[src/logic/spi_flash_cfg.svh]
`ifndef SPI_FLASH_CFG_SVH
`define SPI_FLASH_CFG_SVH

// Flash opcodes.
`define FLASH_CMD_IDLE	8'h00
`define FLASH_CMD_READ	8'h03
`define FLASH_CMD_PP	8'h02
`define FLASH_CMD_SE	8'hd8
`define FLASH_CMD_BE	8'hc7

// Helpers issued around write-type operations.
`define FLASH_CMD_WREN	8'h06
`define FLASH_CMD_RDSR	8'h05

// Write in progress.
`define FLASH_SR_WIP	0

`endif

[src/logic/spi_flash_pkg.sv]
`default_nettype none

package spi_flash_pkg;

	typedef logic [7:0]  flash_op_t;
	typedef logic [23:0] flash_addr_t;
	typedef logic [8:0]  flash_len_t;	// 1 to 256 bytes.
	typedef logic [15:0] clk_div_t;
	typedef logic [7:0]  flash_byte_t;

	////////////////////////////////////////////////////////////////////
	// State machines
	////////////////////////////////////////////////////////////////////

	typedef enum logic [1:0] {
		SEQ_IDLE,
		SEQ_ISSUE,
		SEQ_WAIT
	} seq_state_t;

	typedef enum logic [2:0] {
		FR_IDLE,
		FR_OPCODE,
		FR_ADDR,
		FR_DATA,
		FR_END
	} frame_state_t;

endpackage

`default_nettype wire

[src/logic/spi_shift_engine.sv]
`timescale 1ns/1ps
`default_nettype none

module spi_shift_engine import spi_flash_pkg::*; (
	input  wire              clk,
	input  wire              rst_n,

	input  wire clk_div_t    i_clk_div,
	input  wire              i_start,
	input  wire flash_byte_t i_tx,
	output logic             o_done,
	output flash_byte_t      o_rx,

	output logic             o_sclk,
	output logic             o_mosi,
	input  wire              i_miso
);

	logic        busy;
	logic        tick;
	clk_div_t    div_cnt;
	logic [3:0]  edge_cnt;
	flash_byte_t tx_shift;
	flash_byte_t rx_shift;

	// One half-period elapsed.
	assign tick = busy && (div_cnt == i_clk_div);

	// Sixteenth edge ends the byte.
	assign o_done = tick && (edge_cnt == 4'd15);

	assign o_mosi = tx_shift[7];
	assign o_rx   = rx_shift;

	//////////////////////////////////////////////////////////////////////
	// Divider and edge counter
	//////////////////////////////////////////////////////////////////////

	always_ff @(posedge clk or negedge rst_n) begin
		if (!rst_n) begin
			busy     <= 1'b0;
			div_cnt  <= '0;
			edge_cnt <= '0;
			o_sclk   <= 1'b0;
		end
		else if (i_start) begin
			busy     <= 1'b1;
			div_cnt  <= '0;
			edge_cnt <= '0;
		end
		else if (busy) begin
			if (tick) begin
				div_cnt  <= '0;
				edge_cnt <= edge_cnt + 4'd1;
				o_sclk   <= ~o_sclk;
				if (edge_cnt == 4'd15)
					busy <= 1'b0;
			end
			else begin
				div_cnt <= div_cnt + 16'd1;
			end
		end
	end

	//////////////////////////////////////////////////////////////////////
	// Shift registers, MSB first
	//////////////////////////////////////////////////////////////////////

	always_ff @(posedge clk) begin
		if (i_start)
			tx_shift <= i_tx;	// First bit out before the first rise.
		else if (tick && o_sclk)
			tx_shift <= {tx_shift[6:0], 1'b0};	// Falling edge.

		if (tick && !o_sclk)
			rx_shift <= {rx_shift[6:0], i_miso};	// Rising edge.
	end

	// A new byte may only start once the previous one has finished.
	assert property (@(posedge clk) disable iff (!rst_n) i_start |-> !busy)
		else $error("byte start while a byte is shifting");

	// SCLK returns low at the end of every byte.
	assert property (@(posedge clk) disable iff (!rst_n) o_done |=> !o_sclk)
		else $error("sclk left high after a byte");

endmodule

`default_nettype wire

[src/logic/spi_flash_cmd.sv]
`timescale 1ns/1ps
`default_nettype none

`include "spi_flash_cfg.svh"

module spi_flash_cmd import spi_flash_pkg::*; (
	input  wire              clk,
	input  wire              rst_n,

	input  wire clk_div_t    i_clk_div,
	input  wire flash_op_t   i_cmd,
	input  wire              i_cmd_valid,
	output logic             o_cmd_ack,

	input  wire flash_addr_t i_addr,
	input  wire flash_len_t  i_byte_size,

	output logic             o_data_req,
	input  wire flash_byte_t i_data_in,
	output flash_byte_t      o_data_out,
	output logic             o_data_valid,

	output logic             o_spi_cs,
	output logic             o_spi_dclk,
	output logic             o_spi_mosi,
	input  wire              i_spi_miso
);

	frame_state_t state;
	flash_op_t    cmd_q;
	flash_addr_t  addr_q;
	flash_len_t   len_q;
	flash_len_t   last_idx;
	flash_len_t   byte_cnt;
	logic [1:0]   addr_idx;
	logic         launch;
	logic         has_addr;
	logic         has_data;
	logic         is_write;
	logic         byte_done;
	flash_byte_t  tx_byte;
	flash_byte_t  rx_byte;

	//////////////////////////////////////////////////////////////////////
	// Frame shape from the opcode
	//////////////////////////////////////////////////////////////////////

	always_comb begin
		has_addr = (cmd_q == `FLASH_CMD_READ) || (cmd_q == `FLASH_CMD_PP) ||
			(cmd_q == `FLASH_CMD_SE);
		has_data = (cmd_q == `FLASH_CMD_READ) || (cmd_q == `FLASH_CMD_PP) ||
			(cmd_q == `FLASH_CMD_RDSR);
	end

	assign is_write = (cmd_q == `FLASH_CMD_PP);
	assign last_idx = len_q - 9'd1;

	// Byte to send on the next launch.
	always_comb begin
		case (state)
			FR_ADDR: tx_byte = addr_q[23:16];
			FR_DATA: tx_byte = is_write ? i_data_in : 8'h00;
			default: tx_byte = cmd_q;
		endcase
	end

	// Host byte is taken in the same cycle as the request.
	assign o_data_req = launch && (state == FR_DATA) && is_write;

	//////////////////////////////////////////////////////////////////////
	// Frame FSM
	//////////////////////////////////////////////////////////////////////

	always_ff @(posedge clk or negedge rst_n) begin
		if (!rst_n) begin
			state        <= FR_IDLE;
			cmd_q        <= `FLASH_CMD_IDLE;
			o_spi_cs     <= 1'b1;
			o_cmd_ack    <= 1'b0;
			o_data_valid <= 1'b0;
			launch       <= 1'b0;
			addr_idx     <= '0;
			byte_cnt     <= '0;
		end
		else begin
			launch       <= 1'b0;
			o_cmd_ack    <= 1'b0;
			o_data_valid <= 1'b0;
			case (state)
				FR_IDLE: begin
					if (i_cmd_valid) begin
						cmd_q    <= i_cmd;
						o_spi_cs <= 1'b0;
						launch   <= 1'b1;
						state    <= FR_OPCODE;
					end
				end
				FR_OPCODE: begin
					if (byte_done) begin
						addr_idx <= '0;
						byte_cnt <= '0;
						if (has_addr) begin
							launch <= 1'b1;
							state  <= FR_ADDR;
						end
						else if (has_data) begin
							launch <= 1'b1;
							state  <= FR_DATA;
						end
						else begin
							state <= FR_END;	// WREN and BE.
						end
					end
				end
				FR_ADDR: begin
					if (byte_done) begin
						addr_idx <= addr_idx + 2'd1;
						if (addr_idx != 2'd2) begin
							launch <= 1'b1;
						end
						else if (has_data) begin
							launch <= 1'b1;
							state  <= FR_DATA;
						end
						else begin
							state <= FR_END;
						end
					end
				end
				FR_DATA: begin
					if (byte_done) begin
						o_data_valid <= !is_write;
						byte_cnt     <= byte_cnt + 9'd1;
						if (byte_cnt == last_idx)
							state <= FR_END;
						else
							launch <= 1'b1;
					end
				end
				FR_END: begin
					o_spi_cs  <= 1'b1;
					o_cmd_ack <= 1'b1;
					state     <= FR_IDLE;
				end
				default: state <= FR_IDLE;
			endcase
		end
	end

	always_ff @(posedge clk) begin
		if (state == FR_IDLE && i_cmd_valid) begin
			addr_q <= i_addr;
			len_q  <= (i_cmd == `FLASH_CMD_RDSR) ? 9'd1 : i_byte_size;
		end
		else if (state == FR_ADDR && byte_done) begin
			addr_q <= {addr_q[15:0], 8'h00};	// Next address byte to the top.
		end

		if (byte_done && state == FR_DATA)
			o_data_out <= rx_byte;
	end

	spi_shift_engine u_shift (
		.clk       ( clk ),
		.rst_n     ( rst_n ),
		.i_clk_div ( i_clk_div ),
		.i_start   ( launch ),
		.i_tx      ( tx_byte ),
		.o_done    ( byte_done ),
		.o_rx      ( rx_byte ),
		.o_sclk    ( o_spi_dclk ),
		.o_mosi    ( o_spi_mosi ),
		.i_miso    ( i_spi_miso )
	);

	// Chip select stays low from the opcode to the end state.
	assert property (@(posedge clk) disable iff (!rst_n)
		(state != FR_IDLE) |-> !o_spi_cs)
		else $error("chip select high inside a frame");

	assert property (@(posedge clk) disable iff (!rst_n) o_data_req |-> !o_spi_cs)
		else $error("data request outside a frame");

endmodule

`default_nettype wire

[src/logic/spi_flash_top.sv]
`timescale 1ns/1ps
`default_nettype none

`include "spi_flash_cfg.svh"

module spi_flash_top import spi_flash_pkg::*; (
	input  wire              clk,
	input  wire              rst_n,

	output logic             o_spi_cs,
	output logic             o_spi_dclk,
	output logic             o_spi_mosi,
	input  wire              i_spi_miso,

	input  wire clk_div_t    i_clk_div,
	input  wire flash_op_t   i_cmd,
	input  wire              i_cmd_valid,
	output logic             o_cmd_ack,

	input  wire flash_addr_t i_addr,
	input  wire flash_len_t  i_byte_size,

	output logic             o_data_req,
	input  wire flash_byte_t i_data_in,
	output flash_byte_t      o_data_out,
	output logic             o_data_valid
);

	seq_state_t state;
	flash_op_t  op_q;
	flash_op_t  cur_cmd;
	logic       supported;
	logic       frame_valid;
	logic       frame_ack;
	logic       wip_q;

	// Host operations that are accepted.
	assign supported = i_cmd inside {`FLASH_CMD_READ, `FLASH_CMD_PP,
		`FLASH_CMD_SE, `FLASH_CMD_BE};

	assign frame_valid = (state == SEQ_ISSUE);

	//////////////////////////////////////////////////////////////////////
	// Operation sequencer
	//////////////////////////////////////////////////////////////////////

	always_ff @(posedge clk or negedge rst_n) begin
		if (!rst_n) begin
			state     <= SEQ_IDLE;
			op_q      <= `FLASH_CMD_IDLE;
			cur_cmd   <= `FLASH_CMD_IDLE;
			o_cmd_ack <= 1'b0;
		end
		else begin
			o_cmd_ack <= 1'b0;
			case (state)
				SEQ_IDLE: begin
					// Host still holds valid in the ack cycle.
					if (i_cmd_valid && supported && !o_cmd_ack) begin
						op_q    <= i_cmd;
						cur_cmd <= (i_cmd == `FLASH_CMD_READ) ?
							`FLASH_CMD_READ : `FLASH_CMD_WREN;
						state   <= SEQ_ISSUE;
					end
				end
				SEQ_ISSUE: state <= SEQ_WAIT;	// One-cycle frame request.
				SEQ_WAIT: begin
					if (frame_ack) begin
						case (cur_cmd)
							`FLASH_CMD_READ: begin
								o_cmd_ack <= 1'b1;
								cur_cmd   <= `FLASH_CMD_IDLE;
								state     <= SEQ_IDLE;
							end
							`FLASH_CMD_WREN: begin
								cur_cmd <= op_q;
								state   <= SEQ_ISSUE;
							end
							`FLASH_CMD_RDSR: begin
								if (!wip_q) begin
									o_cmd_ack <= 1'b1;
									cur_cmd   <= `FLASH_CMD_IDLE;
									state     <= SEQ_IDLE;
								end
								else begin
									state <= SEQ_ISSUE;	// Poll again.
								end
							end
							default: begin
								cur_cmd <= `FLASH_CMD_RDSR;	// After PP, SE or BE.
								state   <= SEQ_ISSUE;
							end
						endcase
					end
				end
				default: state <= SEQ_IDLE;
			endcase
		end
	end

	// Status byte arrives before the frame ack.
	always_ff @(posedge clk or negedge rst_n) begin
		if (!rst_n)
			wip_q <= 1'b1;
		else if (o_data_valid && cur_cmd == `FLASH_CMD_RDSR)
			wip_q <= o_data_out[`FLASH_SR_WIP];
	end

	spi_flash_cmd u_spi_cmd (
		.clk          ( clk ),
		.rst_n        ( rst_n ),
		.i_clk_div    ( i_clk_div ),
		.i_cmd        ( cur_cmd ),
		.i_cmd_valid  ( frame_valid ),
		.o_cmd_ack    ( frame_ack ),
		.i_addr       ( i_addr ),
		.i_byte_size  ( i_byte_size ),
		.o_data_req   ( o_data_req ),
		.i_data_in    ( i_data_in ),
		.o_data_out   ( o_data_out ),
		.o_data_valid ( o_data_valid ),
		.o_spi_cs     ( o_spi_cs ),
		.o_spi_dclk   ( o_spi_dclk ),
		.o_spi_mosi   ( o_spi_mosi ),
		.i_spi_miso   ( i_spi_miso )
	);

	assert property (@(posedge clk) disable iff (!rst_n) o_cmd_ack |=> !o_cmd_ack)
		else $error("host ack longer than one cycle");

endmodule

`default_nettype wire

[config.mk]
export PLATFORM = sky130hd
export DESIGN_NAME = spi_flash_top
export DESIGN_NICKNAME = d
export VERILOG_FILES = /design/src/logic/spi_flash_pkg.sv /design/src/logic/spi_shift_engine.sv /design/src/logic/spi_flash_cmd.sv /design/src/logic/spi_flash_top.sv
export VERILOG_INCLUDE_DIRS = /design/src /design/src/logic
export SDC_FILE = /design/constraint.sdc
export NUM_CORES = 1
export LEC_CHECK = 0
export ABC_AREA = 1
export ABC_CLOCK_PERIOD_IN_PS = 2800
export BUFFER_PORTS_ARGS = -buffer_cell sky130_fd_sc_hd__buf_2
export CORE_ASPECT_RATIO = 2
export CORE_MARGIN = 10
export CORE_UTILIZATION = 46
export CTS_CLUSTER_SIZE = 28
export DETAILED_ROUTE_END_ITERATION = 8
export PLACE_DENSITY = 0.73
export SETUP_SLACK_MARGIN = 0.2
export SYNTH_ARGS = -nofsm -noshare
export SYNTH_HDL_FRONTEND = slang
export SYNTH_SLANG_ARGS = --single-unit
[constraint.sdc]
create_clock -name clk -period 2.8 [get_ports clk]
set_input_delay 0.56 -clock clk [delete_from_list [all_inputs] [get_ports clk]]
set_output_delay 0.56 -clock clk [all_outputs]
set_load 0.02 [all_outputs]
* After elaboration in Yosys (flattened, before gate mapping)
Cells that the tools add are included.
W data, S select, Z words.
** Operators by class
- Add/sub/neg operators :: 5
- Eq/ne operators :: 30
- Mux-type cells :: 60
- Bitwise logic cells :: 2
- Reductions and logical operators :: 39
** Operators by type and width (number)
- $mux W16 :: 3
- $mux W24 :: 2
- $mux W8 :: 6
- $eq A8 B2 Y1 const B :: 5
- $pmux W8 S2 :: 2
- $mux W3 :: 9
- $eq A8 B3 Y1 const B :: 3
- $eq A8 B8 Y1 const B :: 3
- $pmux W8 S3 :: 1
- $mux W1 :: 20
- $mux W9 :: 2
- $pmux W9 S2 :: 1
- $add A16 B1 Y16 const B :: 1
- $eq A16 B16 Y1 :: 1
- $reduce_bool A2 Y1 :: 8
- $logic_and A1 B1 Y1 :: 12
- $mux W4 :: 3
- $pmux W3 S4 :: 1
- $ne A2 B1 Y1 const B :: 5
- $reduce_and A2 Y1 :: 5
- $add A9 B1 Y9 const B :: 1
- $eq A9 B9 Y1 :: 1
- $reduce_and A3 Y1 :: 3
- $sub A9 B1 Y9 const B :: 1
- 23 further kinds :: 37
** Word-level totals
- Bits in registers :: 125
- Input port bits :: 69
- Logic and storage cells :: 158

* Longest topological paths before layout
Gate-level depths: netlist of run 1.
- Depth after elaboration :: 7
- Gate-level depth with buffers :: 15
- Gate-level depth less buffers :: 15

* Modules after synthesis
Synthesis of run 1 repeated with hierarchy kept, for this count alone.
** Unflattened totals
- Cell total of the unflattened synthesis :: 908
- Area total of the unflattened synthesis :: 6996.7 sq um
** Modules (own cells, without submodules)
- spi_flash_cmd :: instances 1, cells each 413, area each 3430.8 sq um, seq. area each 1883.1 sq um
- spi_shift_engine :: instances 1, cells each 331, area each 2373.5 sq um, seq. area each 1031.0 sq um
- spi_flash_top :: instances 1, cells each 164, area each 1192.4 sq um, seq. area each 501.7 sq um

* Worst setup path before layout of run 1
No wires, ideal clock.
- Kind :: register to register
- Start point :: register u_spi_cmd.state[0]
- End point :: register u_spi_cmd.addr_q[0] (enable)
- Setup time :: 0.381 ns
- Arrival :: 1.809 ns
- Data required time :: 2.419 ns
- Setup slack :: 0.610 ns
- Stages on the path, launching flop included :: 9
- Clock period less this slack :: 2.190 ns
- Path through :: dfrtp_1 -> nor2_1 -> inv_1 -> nor2_1 -> inv_1 -> nor2_2 -> inv_2 -> clkbuf_1 -> nand2_1
** Between the ends
- Word-level cells in the longest chain between the ends :: 3
** Ends and longest elaborated chain
- from (decl) :: RTL line spi_flash_cmd.sv:29 : frame_state_t state;
- from (signal assigned) :: RTL line spi_flash_cmd.sv:76 : state <= FR_IDLE;
- from (signal assigned) :: RTL line spi_flash_cmd.sv:95 : state <= FR_OPCODE;
- from (signal assigned) :: RTL line spi_flash_cmd.sv:104 : state <= FR_ADDR;
- $eq A3 B2 Y1 / $logic_not A3 Y1 (equally long branches) :: RTL line spi_flash_cmd.sv:155, spi_flash_cmd.sv:151
- $logic_and A1 B1 Y1, on equally long branches :: RTL line spi_flash_cmd.sv:155, spi_flash_cmd.sv:151
- $reduce_bool A2 Y1 (no source line) *
- to (signal assigned) :: RTL line spi_flash_cmd.sv:152 : addr_q <= i_addr;
- to (signal assigned) :: RTL line spi_flash_cmd.sv:156 : addr_q <= {addr_q[15:0], 8'h00};
- to (decl) :: RTL line spi_flash_cmd.sv:31 : flash_addr_t addr_q;
Every way passes the cells marked *; elsewhere a longest branch is shown, timed or not.
A chain may end at the register's enable or synchronous reset.

* Final worst setup path of run 1
- Start point :: register u_spi_cmd.launch
- End point :: output port o_data_req
** Between the ends
- Word-level cells in the longest chain between the ends :: 2
** Ends and longest elaborated chain
- from (decl) :: RTL line spi_flash_cmd.sv:36 : logic launch;
- from (signal assigned) :: RTL line spi_flash_cmd.sv:81 : launch <= 1'b0;
- from (signal assigned) :: RTL line spi_flash_cmd.sv:86 : launch <= 1'b0;
- from (signal assigned) :: RTL line spi_flash_cmd.sv:94 : launch <= 1'b1;
- $logic_and A1 B1 Y1 (2 in series) :: RTL line spi_flash_cmd.sv:68 : assign o_data_req = launch && (state == FR_DATA) && is_write;
- to (decl) :: RTL line spi_flash_top.sv:23 : output logic o_data_req,
Every way passes these cells.

==> metrics.cfg, run 1 <==
[status]
status = finished, final reports clean

[pwr]
p_per_area_mw_per_mm2 = 839
peakVddDrop_v = 0.000488
leakage_nw = 3.67

[sta]
rsz0062_at_grt = false
fin_setup_tns_ns = 0
finalCritPeriodShare_pct = 85.0
skew_ns = 0.00733
worst_pin_slew_ns = 0.749
setup_violations = 0
hold_ws_ns = 0.215
clock.fmax_mhz = 420
post-route-min-period_ns = 2.38
hold_viol = 0
relSlewSlack_pct = 50.1
slew_violations = 0

[routing]
dr.pass1.iters = 4
vias_per_cell = 4.93
routed_wl_um = 15200
drc = 0
wire_per_inst_um = 14.0
drt_iter0_markers = 175
final_antenna_net_count = 0
vias = 5342

[placement]
place_inst = 1052
place_area_mm2 = 0.00712
io_buffers = 82
hpwl_um = 11800
place.gp.congestion = 0.919

[floorplanning]
dieWidth_um = 104
io_pins = 83
die_area_mm2 = 0.0194
fp.dieH_um = 187
rows = 61
coreArea_mm2 = 0.0138
start_util_pct = 46.6

[cells_and_area]
fin_area_mm2 = 0.00774
final_common_cell = nand2_1
area_growth_pct = 20.1
final_cell_mix = nand2_1 (228), inv_1 (112), nor2_1 (86)
diodes = 0
drive_gt1_share_pct = 17.7
final_nets = 956
fin_util_pct = 56.0
fill_cells = 1298
stdcell_count = 1084

[yosys]
synth_nets = 859
ys_seq_area_share_pct = 53.0
netlist_area_mm2 = 0.00644
synth-seq-cells = 125
synth_top_area_cell = edfxtp_1
synthesis.instances = 785
synth_top_area_share_pct = 26.6
synth_warnings = 0
synth.distinct_cells = 41
ys_top_cells_by_area = edfxtp_1 (27%), dfrtp_1 (26%), nand2_1 (13%)
synth_area_per_cell_um2 = 8.21

[min_path]
hold_path_class = in2async

[worst_setup_path]
critPathRequiredTime_ns = 2.24
cp_common_cell = inv_1
crit_path_start_kind = register
cp-end-kind = output pin
path_max_fanout = 14
cpMaxStageDelayCell = dfrtp_1
crit_type = reg2out
arrival_ns = 1.82
cp_cell_sequence = inv_1 > nor2_1 > nand2_1 > inv_1 > buf_2
cpPeakStageDelay_ns = 0.60

[clock_tree]
clk_pin_slew_worst_paths_ns = 0.05
htree_levels = 4
cts_tree = done
hold_buffers = 0
cts-root-buf = clkbuf_16
cts_buffer_depth = 2
cts_buffers = 17
clkLatencyLatePin_ns = 0.41
cts_resized = 0
cts.sinks = 125
postCtsSetupBuffers = 0

[grt]
grt.total_usage_pct = 16.0
grt_pass1_wl_um = 25400
grt_pass1_vias = 5597
use_met3_pct = 2.52
grt_max_degree = 42
grt_util_met2_pct = 32.3
top_usage_layer = met2
antenna_found_initial = 0
grt_use_met1_pct = 14.0
grt_overflow = 0

[job]
drv_cap = 0

==> power by group <==
group | total [mW] | leakage [nW] | switching, mW | internal [mW]
clock network | 2.30 | 0.298 | 0.807 | 1.49
registers | 2.55 | 1.42 | 0.237 | 2.32
logic | 1.64 | 1.95 | 1.09 | 0.551
total | 6.50 | 3.67 | 2.14 | 4.36
==> stage by stage <==
stage / setup slack, ns / total power, mW
floorplan: 0.610 / 3.77
global placement: 0.551 / 4.20
detailed placement: 0.533 / 4.23
CTS: 0.418 / 6.54
global route: 0.239 / 6.88
finish: 0.421 / 6.50
==> layout make-up <==
| cell class | instances | area, um2 | area share, % |
|---|---|---|---|
| repair buffers | 91 | 503 | 6.50 |
| well taps | 189 | 236 | 3.06 |
| flip-flops and latches | 125 | 3420 | 44.1 |
| multi-input cells | 526 | 2510 | 32.4 |
| clock inverters | 14 | 193 | 2.49 |
| clock buffers | 18 | 429 | 5.55 |
| inverters | 121 | 454 | 5.87 |
==> Yosys cell counts <==
| library cell | instances |
|---|---|
| nand3b_4 | 1 |
| edfxtp_1 | 57 |
| o21ai_0 | 42 |
| nand3_2 | 2 |
| dfstp_2 | 2 |
| a21oi_1 | 18 |
| ha_1 | 5 |
| nand2_2 | 7 |
| nor3_2 | 1 |
| dfrtp_1 | 66 |
| o21a_1 | 3 |
| nor4_1 | 5 |
| nor3b_1 | 1 |
| nor2_1 | 86 |
| o21ai_1 | 1 |
| nor4_2 | 1 |
| or2_2 | 3 |
| a221oi_1 | 3 |
| clkinv_1 | 2 |
| nand4_1 | 15 |
| nor2_4 | 1 |
| buf_6 | 1 |
| inv_2 | 7 |
| o21ai_2 | 2 |
| buf_2 | 4 |
| a22oi_1 | 4 |
| mux2i_1 | 2 |
| nand3b_1 | 2 |
| nand3_1 | 47 |
| inv_1 | 112 |
| xor2_1 | 15 |
| buf_4 | 1 |
| nor3_1 | 10 |
| a211oi_1 | 2 |
| a31oi_1 | 4 |
| xnor2_1 | 3 |
| or2_0 | 1 |
| o31ai_1 | 1 |
| nand2_1 | 228 |
| clkbuf_1 | 7 |
| nor2_2 | 10 |
==> cells by family after synthesis <==
family | count (synthesis) | share of synthesized area (%)
adder cells (fa/ha/maj) | 5 | 0.971
multiplexers | 2 | 0.311
AND/OR/NAND/NOR | 421 | 28.2
AO/OA/AOI/OAI | 80 | 6.97
XOR/XNOR | 18 | 2.45
buffers and inverters | 134 | 8.06
flip-flops | 125 | 53.0
==> sequential cells by signal, indices dropped and copies added (netlist names), 2 cells and up <==
signal                      count
u_spi_cmd.u_shift.o_rx          8
u_spi_cmd.byte_cnt              9
cur_cmd                         8
u_spi_cmd.addr_q               24
u_spi_cmd.state                 3
u_spi_cmd.cmd_q                 8
state                           2
op_q                            8
u_spi_cmd.addr_idx              2
u_spi_cmd.u_shift.tx_shift      8
u_spi_cmd.o_data_out            8
u_spi_cmd.u_shift.edge_cnt      4
u_spi_cmd.u_shift.div_cnt      16
u_spi_cmd.len_q                 9
==> path summary, 6_finish.rpt <==
path	startpoint	to	slack, ns	cells past startpoint
max	u_spi_cmd.launch	o_data_req	0.42	5
max reg2reg	u_spi_cmd.len_q[0]	u_spi_cmd.state[1]	0.49	15
min	rst_n	u_spi_cmd.u_shift.div_cnt[3]	0.22	1
min reg2reg	u_spi_cmd.u_shift.o_rx[7]	u_spi_cmd.o_data_out[7]	0.42	0
max in group asynchronous	rst_n	wip_q	1.87	2
min in group clk	i_spi_miso	u_spi_cmd.u_shift.o_rx[0]	0.33	1
==> per-layer routing <==
| metal | up-vias | part of all wire [%] |
|---|---|---|
| met5 | - | 0 |
| met4 | 0 | 3.8 |
| met3 | 35 | 2.5 |
| met2 | 94 | 60 |
| met1 | 2494 | 34 |
| li1 | 2719 | - |
==> critical path, delay by kind of cell, from the launching register on <==
| family | cells | cell delay (ns) |
|---|---|---|
| buffers and inverters | 3 | 0.60 |
| flip-flops | 1 | 0.60 |
| AND/OR/NAND/NOR | 2 | 0.21 |
(Power assumes the default switching activity.)
==> run 2: changes to the inputs <==
--- a/config.mk
+++ b/config.mk
@@ -7,14 +7,14 @@
 export NUM_CORES = 1
 export LEC_CHECK = 0
 export ABC_AREA = 1
-export ABC_CLOCK_PERIOD_IN_PS = 2800
+export ABC_CLOCK_PERIOD_IN_PS = 2020
 export BUFFER_PORTS_ARGS = -buffer_cell sky130_fd_sc_hd__buf_2
 export CORE_ASPECT_RATIO = 2
 export CORE_MARGIN = 10
 export CORE_UTILIZATION = 46
 export CTS_CLUSTER_SIZE = 28
 export DETAILED_ROUTE_END_ITERATION = 8
-export PLACE_DENSITY = 0.73
+export PLACE_DENSITY = 0.75
 export SETUP_SLACK_MARGIN = 0.2
 export SYNTH_ARGS = -nofsm -noshare
 export SYNTH_HDL_FRONTEND = slang
==> constraint.sdc (replaced) <==
create_clock -name clk -period 2.02 [get_ports clk]
set_input_delay 0.404 -clock clk [delete_from_list [all_inputs] [get_ports clk]]
set_output_delay 0.404 -clock clk [all_outputs]
set_load 0.02 [all_outputs]
==> metrics.cfg, run 2 (same netlist as run 1, synthesis figures left out) <==
[status]
status = finished, final reports clean

[grt]
grt_max_degree = 37
grt.total_usage_pct = 16.7
grt_pass1_vias = 5738
antenna_found_initial = 0
grt_pass1_wl_um = 26400
grt_overflow = 0

[pwr]
comb_power_share_pct = 30.6
p_per_area_mw_per_mm2 = 1140
switching_share_pct = 34.7
leakage_nw = 3.99
switching_power_mw = 3.34
p_int_mw = 6.30
peakVddDrop_v = 0.000740
power_frac_seq_pct = 36.7
p_clk_share_pct = 32.7

[cells_and_area]
largest_reg_flops = 24
fin_area_mm2 = 0.00843
final_nets = 1009
largest_register = u_spi_cmd.addr_q
fill_cells = 1155
drive_gt1_share_pct = 28.4
fin_util_pct = 61.0
area_growth_pct = 30.9
reg_top3 = u_spi_cmd.addr_q x24, u_spi_cmd.u_shift.div_cnt x16
final_common_cell = nand2_1
diodes = 0
final_cell_mix = nand2_1 (212), inv_1 (102), buf_2 (81)

[sta]
setup_violations = 0
relSlewSlack_pct = 68.2
clock.fmax_mhz = 499
worst_pin_slew_ns = 0.477
hold_viol = 0
rsz0062_at_grt = true
skew_ns = 0.0105
hold_ws_ns = 0.167
setup_ws_ns = 0.0165
finalCritPeriodShare_pct = 99.2
post-route-min-period_ns = 2.00
slew_violations = 0

[floorplanning]
coreArea_mm2 = 0.0138
start_util_pct = 46.6
dieWidth_um = 104
die_area_mm2 = 0.0194
rows = 61
fp.dieH_um = 187
io_pins = 83

[clock_tree]
cts_tree = done
cts_buffers = 17
clkLatencyLatePin_ns = 0.41
cts_buffer_depth = 2
cts.sinks = 125
clk_pin_slew_worst_paths_ns = 0.06
htree_levels = 4
cts-root-buf = clkbuf_16

[placement]
place.gp.congestion = 0.922
place_area_mm2 = 0.00725
io_buffers = 82
post-place-ws_ns = -0.0657
hpwl_um = 12000

[routing]
wire_per_inst_um = 14.9
drc = 0
dr.pass1.iters = 6
vias = 5732
routed_wl_um = 16900
vias_per_cell = 5.04
drt_iter0_markers = 306
final_antenna_net_count = 0

[min_path]
hold_path_class = in2reg
holdPathStages = 1

[worst_setup_path]
crit_path_start_kind = register
r2r_cells = 13
cp-end-kind = output pin
path_max_fanout = 3
arrival_ns = 1.60
critPathRequiredTime_ns = 1.62
crit_type = reg2out

[job]
drv_cap = 0

run 2: power by group through the flow:
stage / clock network, mW / registers (mW) / logic (mW)
final: 3.15 / 3.54 / 2.95
after global placement: 0 / 3.53 / 2.37
after floorplan: 0 / 3.49 / 1.74
after CTS: 3.19 / 3.50 / 2.57
after detailed placement: 0 / 3.55 / 2.42
after global routing: 3.31 / 3.57 / 3.29
run 2: worst paths after layout:
| kind | from | endpoint | slack (ns) |
|---|---|---|---|
| max in group asynchronous | rst_n | u_spi_cmd.cmd_q[2] | 0.89 |
| min reg2reg | u_spi_cmd.u_shift.o_rx[7] | u_spi_cmd.o_data_out[7] | 0.43 |
| min | i_spi_miso | u_spi_cmd.u_shift.o_rx[0] | 0.17 |
| max | u_spi_cmd.cmd_q[6] | o_data_req | 0.02 |
| max reg2reg | u_spi_cmd.len_q[1] | u_spi_cmd.state[1] | 0.03 |
| min in group asynchronous | rst_n | op_q[3] | 0.54 |
run 2: critical path, cell delays in order (launching register included):
cell and delay, ns:
dfrtp_1 0.40, inv_2 0.08, nand4_1 0.15, nor2_2 0.15, nand2_2 0.07, nor2_1 0.08, nand2_1 0.06, inv_2 0.08
buf_6 0.12
run 2: metrics by stage:
| stage | total power [mW] | TNS [ns] | instances |
|---|---|---|---|
| floorplan | 5.23 | 0 | 785 |
| global placement | 5.90 | -0.160 | 1070 |
| detailed placement | 5.96 | -0.524 | 1070 |
| CTS | 9.26 | 0 | 1115 |
| global route | 10.2 | -0.297 | 1137 |
| finish | 9.64 | 0 | 1137 |
run 2: layout make-up:
class / instances / area [um2] / share of cell area [%]
Clock buffer: 18 / 429 / 5.09
Clock inverter: 14 / 183 / 2.17
Inverter: 121 / 459 / 5.45
Multi-Input combinational cell: 529 / 2800 / 33.2
Sequential cell: 125 / 3420 / 40.6
Tap cell: 189 / 236 / 2.81
Timing Repair Buffer: 141 / 905 / 10.7
run 2: metal layers:
metal  up-vias  GRT usage [%]  wire, um
met5         -              0         0
met4         0           10.1       670
met3        45           3.90       622
met2       154           33.0      9950
met1      2705           14.5      5670
li1       2828              -         -
run 2: what timing repair did:
item | 4_1_cts | 5_1_grt
pin swaps | 13 | 24
hold endpoints to repair | 16 | 0
setup endpoints to repair | 56 | 104
gates resized for setup | 29 | 61
hold buffers | 1 | 0
gates cloned | 1 | 2
buffers inserted | 11 | 20
==> run 3: changes to the inputs <==
--- a/config.mk
+++ b/config.mk
@@ -7,14 +7,14 @@
 export NUM_CORES = 1
 export LEC_CHECK = 0
 export ABC_AREA = 1
-export ABC_CLOCK_PERIOD_IN_PS = 2020
+export ABC_CLOCK_PERIOD_IN_PS = 2400
 export BUFFER_PORTS_ARGS = -buffer_cell sky130_fd_sc_hd__buf_2
 export CORE_ASPECT_RATIO = 2
 export CORE_MARGIN = 10
 export CORE_UTILIZATION = 46
 export CTS_CLUSTER_SIZE = 28
 export DETAILED_ROUTE_END_ITERATION = 8
-export PLACE_DENSITY = 0.75
+export PLACE_DENSITY = 0.73
 export SETUP_SLACK_MARGIN = 0.2
 export SYNTH_ARGS = -nofsm -noshare
 export SYNTH_HDL_FRONTEND = slang
==> constraint.sdc (replaced) <==
create_clock -name clk -period 2.4 [get_ports clk]
set_input_delay 0.48 -clock clk [delete_from_list [all_inputs] [get_ports clk]]
set_output_delay 0.48 -clock clk [all_outputs]
set_load 0.02 [all_outputs]
==> metrics.cfg, run 3 (same netlist as run 1, synthesis figures left out) <==
[worst_setup_path]
cpMaxStageDelayCell = dfrtp_1
cpLargestDelayFamily = simple AND/OR/NAND/NOR gates
cp-end-kind = output pin
arrival_ns = 1.62
r2r_start = u_spi_cmd.u_shift.div_cnt[4]
critPathBufInv = 3
crit_end = o_data_req
crit_type = reg2out
r2r_cells = 10
crit_path_start_kind = register
critical_path_depth = 8
r2r_end = u_spi_cmd.addr_q[16]
worst_setup_path_startpoint = u_spi_cmd.cmd_q[4]
rrSetupSlack_ns = 0.38
path_max_fanout = 3
critPathRequiredTime_ns = 1.92
cpPeakStageDelay_ns = 0.39
cp_cell_sequence = inv_2 > nand4_1 > nor2_2 > nand2_1 > nor2_1 > nand2_1 > inv_2 > buf_6

[routing]
final_antenna_net_count = 0
dr.pass1.iters = 4
routed_wl_um = 15300
wire_per_inst_um = 14.0
drt_iter0_markers = 206
drc = 0
vias_per_cell = 4.93
vias = 5390

[pwr]
p_per_area_mw_per_mm2 = 955
leakage_nw = 3.69
peakVddDrop_v = 0.000540
total_power_mw = 7.45

[grt]
grt_max_degree = 42
grt_pass1_vias = 5631
antenna_found_initial = 0
grt_pass1_wl_um = 25400
grt.total_usage_pct = 16.0
grt_overflow = 0

[cells_and_area]
fill_cells = 1265
area_growth_pct = 21.0
diodes = 0
drive_gt1_share_pct = 19.8
reg_top3 = u_spi_cmd.addr_q x24, u_spi_cmd.u_shift.div_cnt x16
largest_reg_flops = 24
fin_util_pct = 56.4
final_common_cell = nand2_1
largest_register = u_spi_cmd.addr_q
stdcell_count = 1093
final_cell_mix = nand2_1 (228), inv_1 (106), nor2_1 (82)
final_nets = 965

[clock_tree]
cts_buffers = 17
cts.sinks = 125
cts_buffer_depth = 2
cts_tree = done
htree_levels = 4
clk_pin_slew_worst_paths_ns = 0.06
cts-root-buf = clkbuf_16
clkLatencyLatePin_ns = 0.41

[sta]
rsz0062_at_grt = true
hold_viol = 0
setup_violations = 0
relSlewSlack_pct = 67.1
slew_violations = 0
finalCritPeriodShare_pct = 87.5
worst_pin_slew_ns = 0.490
clock.fmax_mhz = 476
post-route-min-period_ns = 2.10
skew_ns = 0.00884
fin_setup_tns_ns = 0

[placement]
place.gp.congestion = 0.919
place_inst = 1057
io_buffers = 82
hpwl_um = 11800

[min_path]
hold_path_class = in2async

[floorplanning]
die_area_mm2 = 0.0194
start_util_pct = 46.6
dieWidth_um = 104
fp.dieH_um = 187
coreArea_mm2 = 0.0138
io_pins = 83
rows = 61

[status]
status = finished, final reports clean

[job]
drv_cap = 0

run 3: final cells by class:
cell class                 count  area (um2)  share of cell area [%]
sequential                   125        3420                    43.8
tap                          189         236                    3.03
clock inverter                15         149                    1.91
clock buffer                  17         425                    5.46
inverter                     121         454                    5.83
timing repair buffer         100         589                    7.56
multi-input combinational    526        2520                    32.4
run 3: timing repair:
item / 4_1_cts / 5_1_grt
buffers inserted: 0 / 4
setup endpoints to repair: 1 / 13
hold buffers: 0 / 0
pin swaps: 0 / 3
resized for setup: 3 / 12
run 3: metal layers:
metal / vias to the layer above / global-route usage, % / routed length [um]
li1: 2731 / - / -
met2: 89 / 33.1 / 9170
met3: 38 / 2.69 / 351
met5: - / 0 / 0
met1: 2532 / 13.6 / 5250
met4: 0 / 8.13 / 554
run 3: power by group:
| part | switching [mW] | leakage (nW) | internal [mW] |
|---|---|---|---|
| clock network | 0.928 | 0.274 | 1.52 |
| logic | 1.34 | 2.00 | 0.689 |
| registers | 0.259 | 1.42 | 2.71 |
| total | 2.53 | 3.69 | 4.91 |
run 3: how the worst min path moves through the flow:
| stage | cells after the start | from | end |
|---|---|---|---|
| after floorplan | 0 | rst_n | cur_cmd[0] |
| after global placement | 0 | u_spi_cmd.u_shift.o_rx[7] | u_spi_cmd.o_data_out[7] |
| after detailed placement | 0 | u_spi_cmd.u_shift.o_rx[7] | u_spi_cmd.o_data_out[7] |
| after CTS | 1 | rst_n | u_spi_cmd.u_shift.div_cnt[4] |
| after global routing | 1 | rst_n | u_spi_cmd.u_shift.div_cnt[4] |
| final | 1 | rst_n | u_spi_cmd.u_shift.div_cnt[4] |
run 3: worst register-to-register path, cell delays in order (launching register included):
cell      delay, ns
dfrtp_1        0.44
inv_1          0.06
nand2_1        0.05
nand2_1        0.09
nand3b_1       0.17
nor2_1         0.20
nand4_1        0.13
clkinv_1       0.17
nand2_1        0.09
nand2_1        0.11
buf_12         0.19
run 3: through the flow:
step / instance area (um2) / setup slack [ns] / hold WS (ns)
4_1_cts: 7750 / 0.219 / 0.0116
3_5_place_dp: 7170 / 0.186 / 0.412
3_3_place_gp: 7170 / 0.229 / 0.404
6_report: 7790 / 0.299 / 0.0132
5_1_grt: 7790 / 0.177 / 0.0152
2_1_floorplan: 6440 / 0.210 / 0.184
